### config.mk
export PLATFORM = sky130hd
export DESIGN_NAME = commit_top
export DESIGN_NICKNAME = d
export VERILOG_FILES = /design/src/design/rv_arch_pkg.sv /design/src/design/commit_pkg.sv /design/src/design/commit_regfile.sv /design/src/design/commit_select.sv /design/src/design/commit_top.sv /design/src/design/commit_trap_ctrl.sv /design/src/design/unit_result_slot.sv
export SDC_FILE = /design/constraint.sdc
export NUM_CORES = 2
export LEC_CHECK = 0
export BUFFER_PORTS_ARGS = -buffer_cell sky130_fd_sc_hd__buf_4
export CAP_MARGIN = 20
export CORE_MARGIN = 2
export CORE_UTILIZATION = 40
export DETAILED_ROUTE_END_ITERATION = 16
export PLACE_DENSITY_LB_ADDON = 0.3
export SYNTH_ARGS = -nofsm -noshare
export SYNTH_HDL_FRONTEND = slang
export SYNTH_SLANG_ARGS = --single-unit
### constraint.sdc
create_clock -name clk_core -period 9.75 [get_ports clk_core]
set_clock_uncertainty 0.05 [all_clocks]
set_input_delay 0 -clock clk_core [delete_from_list [all_inputs] [get_ports clk_core]]
set_output_delay 0 -clock clk_core [all_outputs]
set_load 0.02 [all_outputs]
### src/design/rv_arch_pkg.sv
package rv_arch_pkg;

  // Data and pc values
  typedef logic [31:0] word;

  typedef logic [4:0] reg_addr;

  // One bit per architectural register
  typedef logic [31:0] reg_mask;

  localparam int NUM_REGS = 32;

  // Trap causes, low bits of mcause
  typedef enum logic [3:0] {
    ILLEGAL_INSN = 4'd2,
    LOAD_FAULT   = 4'd5,
    ECALL        = 4'd8,
    IRQ_EXTERNAL = 4'd11
  } exception_t;

  // Pc loaded on any trap or external interrupt
  localparam word TRAP_VECTOR = 32'h0000_0100;

endpackage

### src/design/commit_pkg.sv
package commit_pkg;

  // Issue order, wraps after 8 instructions in flight
  typedef logic [2:0] insn_token;

  // What the core must do besides writeback
  typedef struct packed {
    logic trap;
    logic flush;
    logic mode_return;
    logic wait_irq;
    logic spare;
  } commit_action_t;

  // Fields filled at issue time
  typedef struct packed {
    insn_token           token;
    rv_arch_pkg::reg_addr rd_addr;
    rv_arch_pkg::reg_mask rd_mask;
  } commit_common_t;

  // Full record delivered by an execution unit
  typedef struct packed {
    commit_common_t          common;
    commit_action_t          action;
    logic                    writeback;
    rv_arch_pkg::word        result;
    rv_arch_pkg::word        next_pc;
    rv_arch_pkg::exception_t exception_cause;
    rv_arch_pkg::word        exception_value;
  } commit_data_t;

  localparam int NUM_UNITS = 4;

  // Position of each unit in the unit vectors
  typedef enum logic [1:0] {
    UNIT_ALU        = 2'd0,
    UNIT_BRANCH     = 2'd1,
    UNIT_CTRLSTATUS = 2'd2,
    UNIT_MEM        = 2'd3
  } unit_idx_t;

endpackage

### src/design/commit_regfile.sv
`timescale 1ns/10ps

module commit_regfile (
  input  logic                 clk_core,
  input  logic                 rst_core_n,

  // Write port from the commit selector
  input  logic                 wr_en_i,
  input  rv_arch_pkg::reg_addr wr_addr_i,
  input  rv_arch_pkg::word     wr_data_i,
  input  rv_arch_pkg::reg_mask commit_mask_i,

  // Issue side scoreboard update
  input  logic                 issue_i,
  input  rv_arch_pkg::reg_mask issue_mask_i,

  // Debug read port
  input  rv_arch_pkg::reg_addr dbg_addr_i,
  output rv_arch_pkg::word     dbg_data_o,

  output rv_arch_pkg::reg_mask busy_mask_o
);

  import rv_arch_pkg::*;

  word     regs_q [NUM_REGS];
  reg_mask set_mask;
  reg_mask busy_q;

  // x0 is hardwired, never stored
  always_ff @(posedge clk_core) begin
    if (wr_en_i && wr_addr_i != '0) begin
      regs_q[wr_addr_i] <= wr_data_i;
    end
  end

  assign dbg_data_o = (dbg_addr_i == '0) ? '0 : regs_q[dbg_addr_i];

  assign set_mask = issue_i ? issue_mask_i : '0;

  // Retirement clear takes priority over a same-cycle issue
  always_ff @(posedge clk_core or negedge rst_core_n) begin
    if (!rst_core_n) begin
      busy_q <= '0;
    end else begin
      busy_q <= (busy_q | set_mask) & ~commit_mask_i;
    end
  end

  assign busy_mask_o = busy_q;

endmodule

### src/design/commit_select.sv
`timescale 1ns/10ps

module commit_select (
  input  logic                     clk_core,
  input  logic                     rst_core_n,

  // Result slots
  input  logic [commit_pkg::NUM_UNITS-1:0] unit_valid_i,
  input  commit_pkg::commit_data_t         unit_data_i [commit_pkg::NUM_UNITS],
  output logic [commit_pkg::NUM_UNITS-1:0] unit_ready_o,
  output logic [commit_pkg::NUM_UNITS-1:0] retire_o,

  // Flush handshake
  input  logic                     flush_req_i,
  input  rv_arch_pkg::word         flush_target_i,
  output logic                     flush_ack_o,

  // Trap controller
  input  logic                     ctrl_begin_irq_i,
  output logic                     ctrl_flush_begin_o,
  output logic                     ctrl_trap_o,
  output rv_arch_pkg::exception_t  ctrl_trap_cause_o,
  output rv_arch_pkg::word         ctrl_trap_value_o,
  output logic                     ctrl_mode_return_o,
  output logic                     ctrl_wait_irq_o,
  output rv_arch_pkg::word         ctrl_next_pc_o,
  output logic                     ctrl_commit_o,

  // Register file and scoreboard
  output logic                     wr_en_o,
  output rv_arch_pkg::reg_addr     wr_addr_o,
  output rv_arch_pkg::word         wr_data_o,
  output rv_arch_pkg::reg_mask     commit_mask_o,

  output commit_pkg::insn_token    token_o
);

  import rv_arch_pkg::*;
  import commit_pkg::*;

  logic [NUM_UNITS-1:0] committable;
  commit_data_t         used_data;
  commit_action_t       action;
  logic                 accept;
  logic                 general_commit;
  logic                 token_enable;
  logic                 token_clear;

  // Only the unit holding the current token may retire
  always_comb begin
    used_data = '0;
    for (int i = 0; i < NUM_UNITS; i++) begin
      unit_ready_o[i] = unit_data_i[i].common.token == token_o;
      committable[i]  = unit_ready_o[i] & unit_valid_i[i];
      retire_o[i]     = committable[i] & ~unit_data_i[i].action.trap;
      if (committable[i]) begin
        used_data = commit_data_t'(used_data | unit_data_i[i]);
      end
    end
  end

  assign action         = used_data.action;
  assign accept         = |committable;
  assign general_commit = |retire_o;
  assign ctrl_commit_o  = general_commit;

  assign ctrl_flush_begin_o = action.flush;

  // Trapping instruction leaves no architectural trace
  assign wr_en_o       = used_data.writeback & ~action.trap;
  assign wr_addr_o     = used_data.common.rd_addr;
  assign wr_data_o     = used_data.result;
  assign commit_mask_o = action.trap ? '0 : used_data.common.rd_mask;

  assign token_enable = general_commit & ~action.flush & ~ctrl_begin_irq_i;
  // Second cycle of the handshake, request already dropped
  assign token_clear  = flush_ack_o & ~flush_req_i;

  always_ff @(posedge clk_core or negedge rst_core_n) begin
    if (!rst_core_n) begin
      token_o            <= '0;
      flush_ack_o        <= 1'b1;
      ctrl_trap_o        <= 1'b0;
      ctrl_trap_cause_o  <= exception_t'('0);
      ctrl_trap_value_o  <= '0;
      ctrl_mode_return_o <= 1'b0;
      ctrl_wait_irq_o    <= 1'b0;
      ctrl_next_pc_o     <= '0;
    end else begin
      flush_ack_o        <= flush_req_i;
      ctrl_trap_o        <= action.trap;
      ctrl_trap_cause_o  <= used_data.exception_cause;
      ctrl_trap_value_o  <= used_data.exception_value;
      ctrl_mode_return_o <= action.mode_return;
      ctrl_wait_irq_o    <= action.wait_irq;

      if (token_clear) begin
        token_o        <= '0;
        ctrl_next_pc_o <= flush_target_i;
      end else begin
        if (token_enable) begin
          token_o <= token_o + 1'b1;
        end
        // Trap attempts too, mepc is taken from here
        if (accept) begin
          ctrl_next_pc_o <= used_data.next_pc;
        end
      end
    end
  end

  // Tokens in flight are unique across the slots
  a_single_retire: assert property (
    @(posedge clk_core) disable iff (!rst_core_n)
    $onehot0(committable)
  ) else $error("more than one unit holds the current token");

endmodule

### src/design/commit_top.sv
`timescale 1ns/10ps

module commit_top (
  input  logic                             clk_core,
  input  logic                             rst_core_n,

  // Execution unit results
  input  logic [commit_pkg::NUM_UNITS-1:0] unit_result_valid_i,
  input  commit_pkg::commit_data_t         unit_result_i [commit_pkg::NUM_UNITS],
  output logic [commit_pkg::NUM_UNITS-1:0] unit_full_o,

  // Issue side
  input  logic                             issue_i,
  input  rv_arch_pkg::reg_mask             issue_mask_i,
  input  logic                             irq_i,

  input  rv_arch_pkg::reg_addr             dbg_addr_i,
  output rv_arch_pkg::word                 dbg_data_o,
  output rv_arch_pkg::reg_mask             busy_mask_o,

  output commit_pkg::insn_token            token_o,
  output rv_arch_pkg::word                 pc_o,
  output logic [commit_pkg::NUM_UNITS-1:0] retire_o,
  output logic                             flush_o,
  output rv_arch_pkg::word                 mepc_o,
  output rv_arch_pkg::exception_t          mcause_o,
  output rv_arch_pkg::word                 mtval_o,
  output logic                             wait_o
);

  import rv_arch_pkg::*;
  import commit_pkg::*;

  logic [NUM_UNITS-1:0] slot_valid;
  logic [NUM_UNITS-1:0] slot_ready;
  commit_data_t         slot_data [NUM_UNITS];

  logic       wr_en;
  reg_addr    wr_addr;
  word        wr_data;
  reg_mask    commit_mask;
  logic       flush_req;
  word        flush_target;
  logic       ctrl_begin_irq;
  logic       ctrl_flush_begin;
  logic       ctrl_trap;
  exception_t ctrl_trap_cause;
  word        ctrl_trap_value;
  logic       ctrl_mode_return;
  logic       ctrl_wait_irq;
  word        ctrl_next_pc;

  for (genvar i = 0; i < NUM_UNITS; i++) begin : g_slot
    unit_result_slot u_slot (
      .clk_core       (clk_core),
      .rst_core_n     (rst_core_n),
      .result_valid_i (unit_result_valid_i[i]),
      .result_i       (unit_result_i[i]),
      .full_o         (unit_full_o[i]),
      .valid_o        (slot_valid[i]),
      .data_o         (slot_data[i]),
      .ready_i        (slot_ready[i])
    );
  end

  commit_select u_select (
    .clk_core           (clk_core),
    .rst_core_n         (rst_core_n),
    .unit_valid_i       (slot_valid),
    .unit_data_i        (slot_data),
    .unit_ready_o       (slot_ready),
    .retire_o           (retire_o),
    .flush_req_i        (flush_req),
    .flush_target_i     (flush_target),
    .flush_ack_o        (),
    .ctrl_begin_irq_i   (ctrl_begin_irq),
    .ctrl_flush_begin_o (ctrl_flush_begin),
    .ctrl_trap_o        (ctrl_trap),
    .ctrl_trap_cause_o  (ctrl_trap_cause),
    .ctrl_trap_value_o  (ctrl_trap_value),
    .ctrl_mode_return_o (ctrl_mode_return),
    .ctrl_wait_irq_o    (ctrl_wait_irq),
    .ctrl_next_pc_o     (ctrl_next_pc),
    .ctrl_commit_o      (),
    .wr_en_o            (wr_en),
    .wr_addr_o          (wr_addr),
    .wr_data_o          (wr_data),
    .commit_mask_o      (commit_mask),
    .token_o            (token_o)
  );

  commit_regfile u_regfile (
    .clk_core      (clk_core),
    .rst_core_n    (rst_core_n),
    .wr_en_i       (wr_en),
    .wr_addr_i     (wr_addr),
    .wr_data_i     (wr_data),
    .commit_mask_i (commit_mask),
    .issue_i       (issue_i),
    .issue_mask_i  (issue_mask_i),
    .dbg_addr_i    (dbg_addr_i),
    .dbg_data_o    (dbg_data_o),
    .busy_mask_o   (busy_mask_o)
  );

  commit_trap_ctrl u_trap_ctrl (
    .clk_core           (clk_core),
    .rst_core_n         (rst_core_n),
    .ctrl_flush_begin_i (ctrl_flush_begin),
    .ctrl_trap_i        (ctrl_trap),
    .ctrl_trap_cause_i  (ctrl_trap_cause),
    .ctrl_trap_value_i  (ctrl_trap_value),
    .ctrl_mode_return_i (ctrl_mode_return),
    .ctrl_wait_irq_i    (ctrl_wait_irq),
    .ctrl_next_pc_i     (ctrl_next_pc),
    .irq_i              (irq_i),
    .flush_req_o        (flush_req),
    .flush_target_o     (flush_target),
    .ctrl_begin_irq_o   (ctrl_begin_irq),
    .mepc_o             (mepc_o),
    .mtval_o            (mtval_o),
    .mcause_o           (mcause_o),
    .wait_o             (wait_o)
  );

  assign pc_o    = ctrl_next_pc;
  assign flush_o = flush_req;

endmodule

### src/design/commit_trap_ctrl.sv
`timescale 1ns/10ps

module commit_trap_ctrl (
  input  logic                    clk_core,
  input  logic                    rst_core_n,

  // Controls from the commit selector
  input  logic                    ctrl_flush_begin_i,
  input  logic                    ctrl_trap_i,
  input  rv_arch_pkg::exception_t ctrl_trap_cause_i,
  input  rv_arch_pkg::word        ctrl_trap_value_i,
  input  logic                    ctrl_mode_return_i,
  input  logic                    ctrl_wait_irq_i,
  input  rv_arch_pkg::word        ctrl_next_pc_i,

  input  logic                    irq_i,

  // Flush request back to the selector
  output logic                    flush_req_o,
  output rv_arch_pkg::word        flush_target_o,
  output logic                    ctrl_begin_irq_o,

  // Trap state
  output rv_arch_pkg::word        mepc_o,
  output rv_arch_pkg::word        mtval_o,
  output rv_arch_pkg::exception_t mcause_o,
  output logic                    wait_o
);

  import rv_arch_pkg::*;

  typedef enum logic [1:0] {
    IDLE,
    FLUSH,
    WAIT_IRQ
  } state_t;

  state_t state_q;
  // Aligns the plain flush with the registered controls
  logic   flush_begin_q;

  assign flush_req_o      = state_q == FLUSH;
  assign wait_o           = state_q == WAIT_IRQ;
  assign ctrl_begin_irq_o = wait_o & irq_i;

  always_ff @(posedge clk_core or negedge rst_core_n) begin
    if (!rst_core_n) begin
      state_q        <= IDLE;
      flush_begin_q  <= 1'b0;
      flush_target_o <= '0;
      mepc_o         <= '0;
      mtval_o        <= '0;
      mcause_o       <= exception_t'('0);
    end else begin
      flush_begin_q <= ctrl_flush_begin_i;
      case (state_q)
        IDLE: begin
          if (ctrl_trap_i) begin
            mepc_o         <= ctrl_next_pc_i;
            mcause_o       <= ctrl_trap_cause_i;
            mtval_o        <= ctrl_trap_value_i;
            flush_target_o <= TRAP_VECTOR;
            state_q        <= FLUSH;
          end else if (ctrl_mode_return_i) begin
            flush_target_o <= mepc_o;
            state_q        <= FLUSH;
          end else if (flush_begin_q) begin
            flush_target_o <= ctrl_next_pc_i;
            state_q        <= FLUSH;
          end else if (ctrl_wait_irq_i) begin
            state_q <= WAIT_IRQ;
          end
        end
        // Request lasts a single cycle
        FLUSH: state_q <= IDLE;
        WAIT_IRQ: begin
          if (ctrl_begin_irq_o) begin
            mepc_o         <= ctrl_next_pc_i;
            mcause_o       <= IRQ_EXTERNAL;
            mtval_o        <= '0;
            flush_target_o <= TRAP_VECTOR;
            state_q        <= FLUSH;
          end
        end
        default: state_q <= IDLE;
      endcase
    end
  end

  // Events arriving mid-flush would be lost
  a_no_event_during_flush: assert property (
    @(posedge clk_core) disable iff (!rst_core_n)
    flush_req_o |-> !(ctrl_trap_i || ctrl_mode_return_i || flush_begin_q || ctrl_wait_irq_i)
  ) else $error("control event arrived while a flush was requested");

endmodule

### src/design/unit_result_slot.sv
`timescale 1ns/10ps

module unit_result_slot (
  input  logic                     clk_core,
  input  logic                     rst_core_n,

  // From the execution unit
  input  logic                     result_valid_i,
  input  commit_pkg::commit_data_t result_i,
  output logic                     full_o,

  // Towards the commit selector
  output logic                     valid_o,
  output commit_pkg::commit_data_t data_o,
  input  logic                     ready_i
);

  import commit_pkg::*;

  logic         occupied_q;
  logic         load;
  logic         retire;
  commit_data_t data_q;

  assign load   = result_valid_i & ~occupied_q;
  assign retire = occupied_q & ready_i;

  always_ff @(posedge clk_core or negedge rst_core_n) begin
    if (!rst_core_n) begin
      occupied_q <= 1'b0;
    end else if (load) begin
      occupied_q <= 1'b1;
    end else if (retire) begin
      occupied_q <= 1'b0;
    end
  end

  // Payload only, qualified by occupied_q
  always_ff @(posedge clk_core) begin
    if (load) begin
      data_q <= result_i;
    end
  end

  assign full_o  = occupied_q;
  assign valid_o = occupied_q;
  assign data_o  = data_q;

  // Unit has to wait for full_o to drop before the next result
  a_no_strobe_when_full: assert property (
    @(posedge clk_core) disable iff (!rst_core_n)
    result_valid_i |-> !occupied_q
  ) else $error("result strobe into a full slot");

endmodule

==> impl_metrics.json <==
{
  "grt_pass1_vias": 47182,
  "crit_path_top_delay_cell": "nor2_4",
  "firstDrtPassIters": 6,
  "synthCells": 3345,
  "clock_latency_ps": 820,
  "setup_viol": 0,
  "routedWlPerCell_um": 30.1,
  "synth_top_cell_area_share_pct": 71.4,
  "crit_chain": "xor2_1, nor4b_4, buf_4, a22oi_1, a211oi_2, nand3_2, nor2_4, buf_4",
  "synth.distinct_cells": 38,
  "holdBufCountCts": 1268,
  "status": "completed",
  "grt_first_pass_wirelength_mm": 331,
  "internal_power_mw": 16.1,
  "critPathMaxFanout": 50,
  "antenna_found_initial": 93,
  "viasPerCell": 5.67,
  "cts_resized": 0,
  "gp_congestion": 0.857,
  "syn-cell-area_sq_um": 67400,
  "worstSetupStartpointType": "flip-flop",
  "clock_path_buffers": 3,
  "placed_area_sq_um": 76600,
  "die_h_um": 415,
  "vias": 45342,
  "avgSynthCellArea_sq_um": 20.2,
  "grt_max_degree": 126,
  "htreeDepth": 4,
  "leakage_nw": 35.0,
  "synth.ff_latch_count": 1818,
  "cts_setup_buffers": 0,
  "cts_tree": "yes",
  "yosysWarnings": 0,
  "rows": 150,
  "cts_buffers": 184,
  "max_stage_delay_ps": 790,
  "initial_utilization_pct": 40.3,
  "crit_type": "flip-flop to flip-flop",
  "final_nets": 6176,
  "postRouteAntennaNets": 0,
  "fmax_mhz": 200,
  "setup_tns_ps": 0,
  "cts.clk_slew.worst_paths_ps": 60,
  "rsz0062_at_grt": "no",
  "hpwl_mm": 128,
  "port_buffers": 801,
  "syn_to_final_growth_pct": 42.3,
  "fp.dieW_um": 415,
  "peakVddDrop_uv": 225,
  "core_sq_um": 167000,
  "min-delay-path-class": "primary input to flip-flop",
  "cp.required_ps": 10130,
  "drive_gt1_share_pct": 27.0,
  "dp_worst_setup_slack_ps": 4700,
  "cpMostUsedCell": "buf_4",
  "finalCriticalPeriod_ps": 4990,
  "fin_total_pwr_mw": 23.4,
  "drc": 0,
  "worstMarginPinSlew_ps": 1210,
  "arrival_ps": 5370,
  "sequentialPowerShare_pct": 45.9,
  "instances_no_fill": 7992,
  "fp.dieArea_sq_um": 172000,
  "clockPowerShare_pct": 30.2,
  "ios": 806,
  "hold_violations": 0,
  "seq_area_frac_synth_pct": 79.4,
  "cap_violations": 0,
  "pwr_density_cell_nw_per_um2": 244,
  "drv_slew": 0,
  "end_kind": "flip-flop",
  "grt_use_total_pct": 26.7,
  "worst_slack_ps": 4760,
  "dp.cells": 6277,
  "cts_root_buffer": "clkbuf_16",
  "fin_area_sq_um": 96000,
  "period_share_pct": 51.2,
  "synth_area_leaders": "edfxtp_1 71%, mux4_2 11%, dfrtp_1 7.9%",
  "switchingPower_mw": 7.34,
  "routed_wirelength_mm": 240,
  "cts_sinks": 1818,
  "drtIter0Drc": 5089,
  "comb_power_share_pct": 23.9,
  "swShare_pct": 31.3,
  "overflow": 0,
  "max_slew_margin_pct": 19.3,
  "synth_area_leader_cell": "edfxtp_1"
}
synth_stat cells, drive strengths merged:
library cell  number
edfxtp          1604
nand2            343
mux4             320
a22oi            240
dfrtp            213
a21oi             99
buf               97
clkbuf            94
o21ai             54
nor2              44
inv               40
a22o              35
mux2i             33
o31ai             31
a222oi            21
xor2              12
a221o             11
and2               9
nor2b              7
nand3              6
nor4               5
nand4              4
nor4b              4
a211oi             3
o22a               3
or3                3
nand2b             2
or4                2
conb               1
dfstp              1
ha                 1
o41ai              1
or2                1
xnor2              1
critical path, delay by kind of cell (launching register included):
kind | cells | cell delay, ps
simple gates | 3 | 1760
flops | 1 | 520
xor+xnor | 1 | 260
buf+inv | 2 | 1160
compound gates | 2 | 770
layout by cell type, fill, tap and decap left out, drive strengths merged, types with 6 or more instances in the layout:
master,synthesis,routed
dfrtp,213,213
a22oi,240,240
nor2b,7,7
edfxtp,1604,1604
mux4,320,320
xor2,12,12
nand2,343,343
a21oi,99,99
clkinv,0,65
and2,9,9
clkbuf,94,242
inv,40,45
nand3,6,6
dlygate4sd3,0,1267
o21ai,54,54
buf,97,908
a22o,35,35
a222oi,21,21
bufinv,0,12
a221o,11,11
conb,1,32
nor2,44,44
o31ai,31,31
diode,0,102
mux2i,33,33
power by group through the flow:
stage	clock network, mW	logic, mW	registers (mW)
floorplan	0	2.15	11.0
global placement	0	4.51	10.8
detailed placement	0	4.65	10.8
CTS	7.06	5.13	10.7
global route	7.47	5.88	10.8
finish	7.09	5.61	10.8
layout make-up:
type	count	area, sq um
fill	11851	71400
sequential	1818	53500
timing repair buffer	2175	20000
multi-input combinational	1327	13400
clock buffer	242	4990
tap	2204	2760
clock inverter	84	926
antenna	102	255
inverter	40	150
sequential cells by signal, indices dropped and copies added, names as in the netlist:
name and count:
u_trap_ctrl.mepc_o 32, u_select.ctrl_trap_cause_o 4, g_slot.u_slot.data_o 580, u_select.ctrl_mode_return_o 1
u_regfile.regs_q 1024, u_regfile.busy_mask_o 32, u_trap_ctrl.flush_begin_q 1, u_select.ctrl_trap_o 1
u_select.ctrl_next_pc_o 32, u_trap_ctrl.mcause_o 4, u_select.ctrl_wait_irq_o 1, u_trap_ctrl.state_q 2
u_select.token_o 3, u_select.flush_ack_o 1, g_slot.u_slot.full_o 4, u_trap_ctrl.mtval_o 32
u_select.ctrl_trap_value_o 32, u_trap_ctrl.flush_target_o 32
cells by family (layout without fill, tap and decap cells):
logic type      Yosys count  count (layout)  share of synthesized area [%]
mux                     353             353                           11.2
flops                  1818            1818                           79.4
fa+ha+maj                 1               1                         0.0185
xor+xnor                 13              13                          0.169
buf+inv                 231            2541                           1.42
simple gates            430             430                           2.68
compound gates          498             498                           5.17
other cells               1             134                        0.00556
per-layer routing:
metal / vias up / routed length [um] / part of all wire [%] / track usage [%]
met5: - / 78 / 0.032 / 0
met4: 12 / 19600 / 8.2 / 18.4
met3: 1003 / 20800 / 8.7 / 5.99
met2: 3230 / 118000 / 49 / 45.1
met1: 23031 / 81500 / 34 / 30.4
li1: 18066 / - / - / -
path summary, 6_finish.rpt:
path / startpoint / endpoint / slack (ps) / cells after the start
worst min register to register: u_select.ctrl_trap_value_o[18] / u_trap_ctrl.mtval_o[18] / 420 / 1
min in group asynchronous: rst_core_n / u_trap_ctrl.mtval_o[14] / 340 / 4
worst min-delay path: unit_result_valid_i[3] / g_slot[3].u_slot.data_o[139] / 200 / 3
worst max register to register: u_select.token_o[1] / u_regfile.regs_q[3][1] / 4760 / 8
max in group asynchronous: rst_core_n / u_regfile.busy_mask_o[24] / 7550 / 5
worst max-delay path: u_select.token_o[1] / u_regfile.regs_q[3][1] / 4760 / 8
per-stage QoR:
stage	util, %	hold WS, ps
finish	57.3	199
global route	57.3	156
CTS	56.9	111
detailed placement	45.8	38.1
global placement	45.7	33.0
floorplan	-	-346
(Power assumes the default switching activity.)
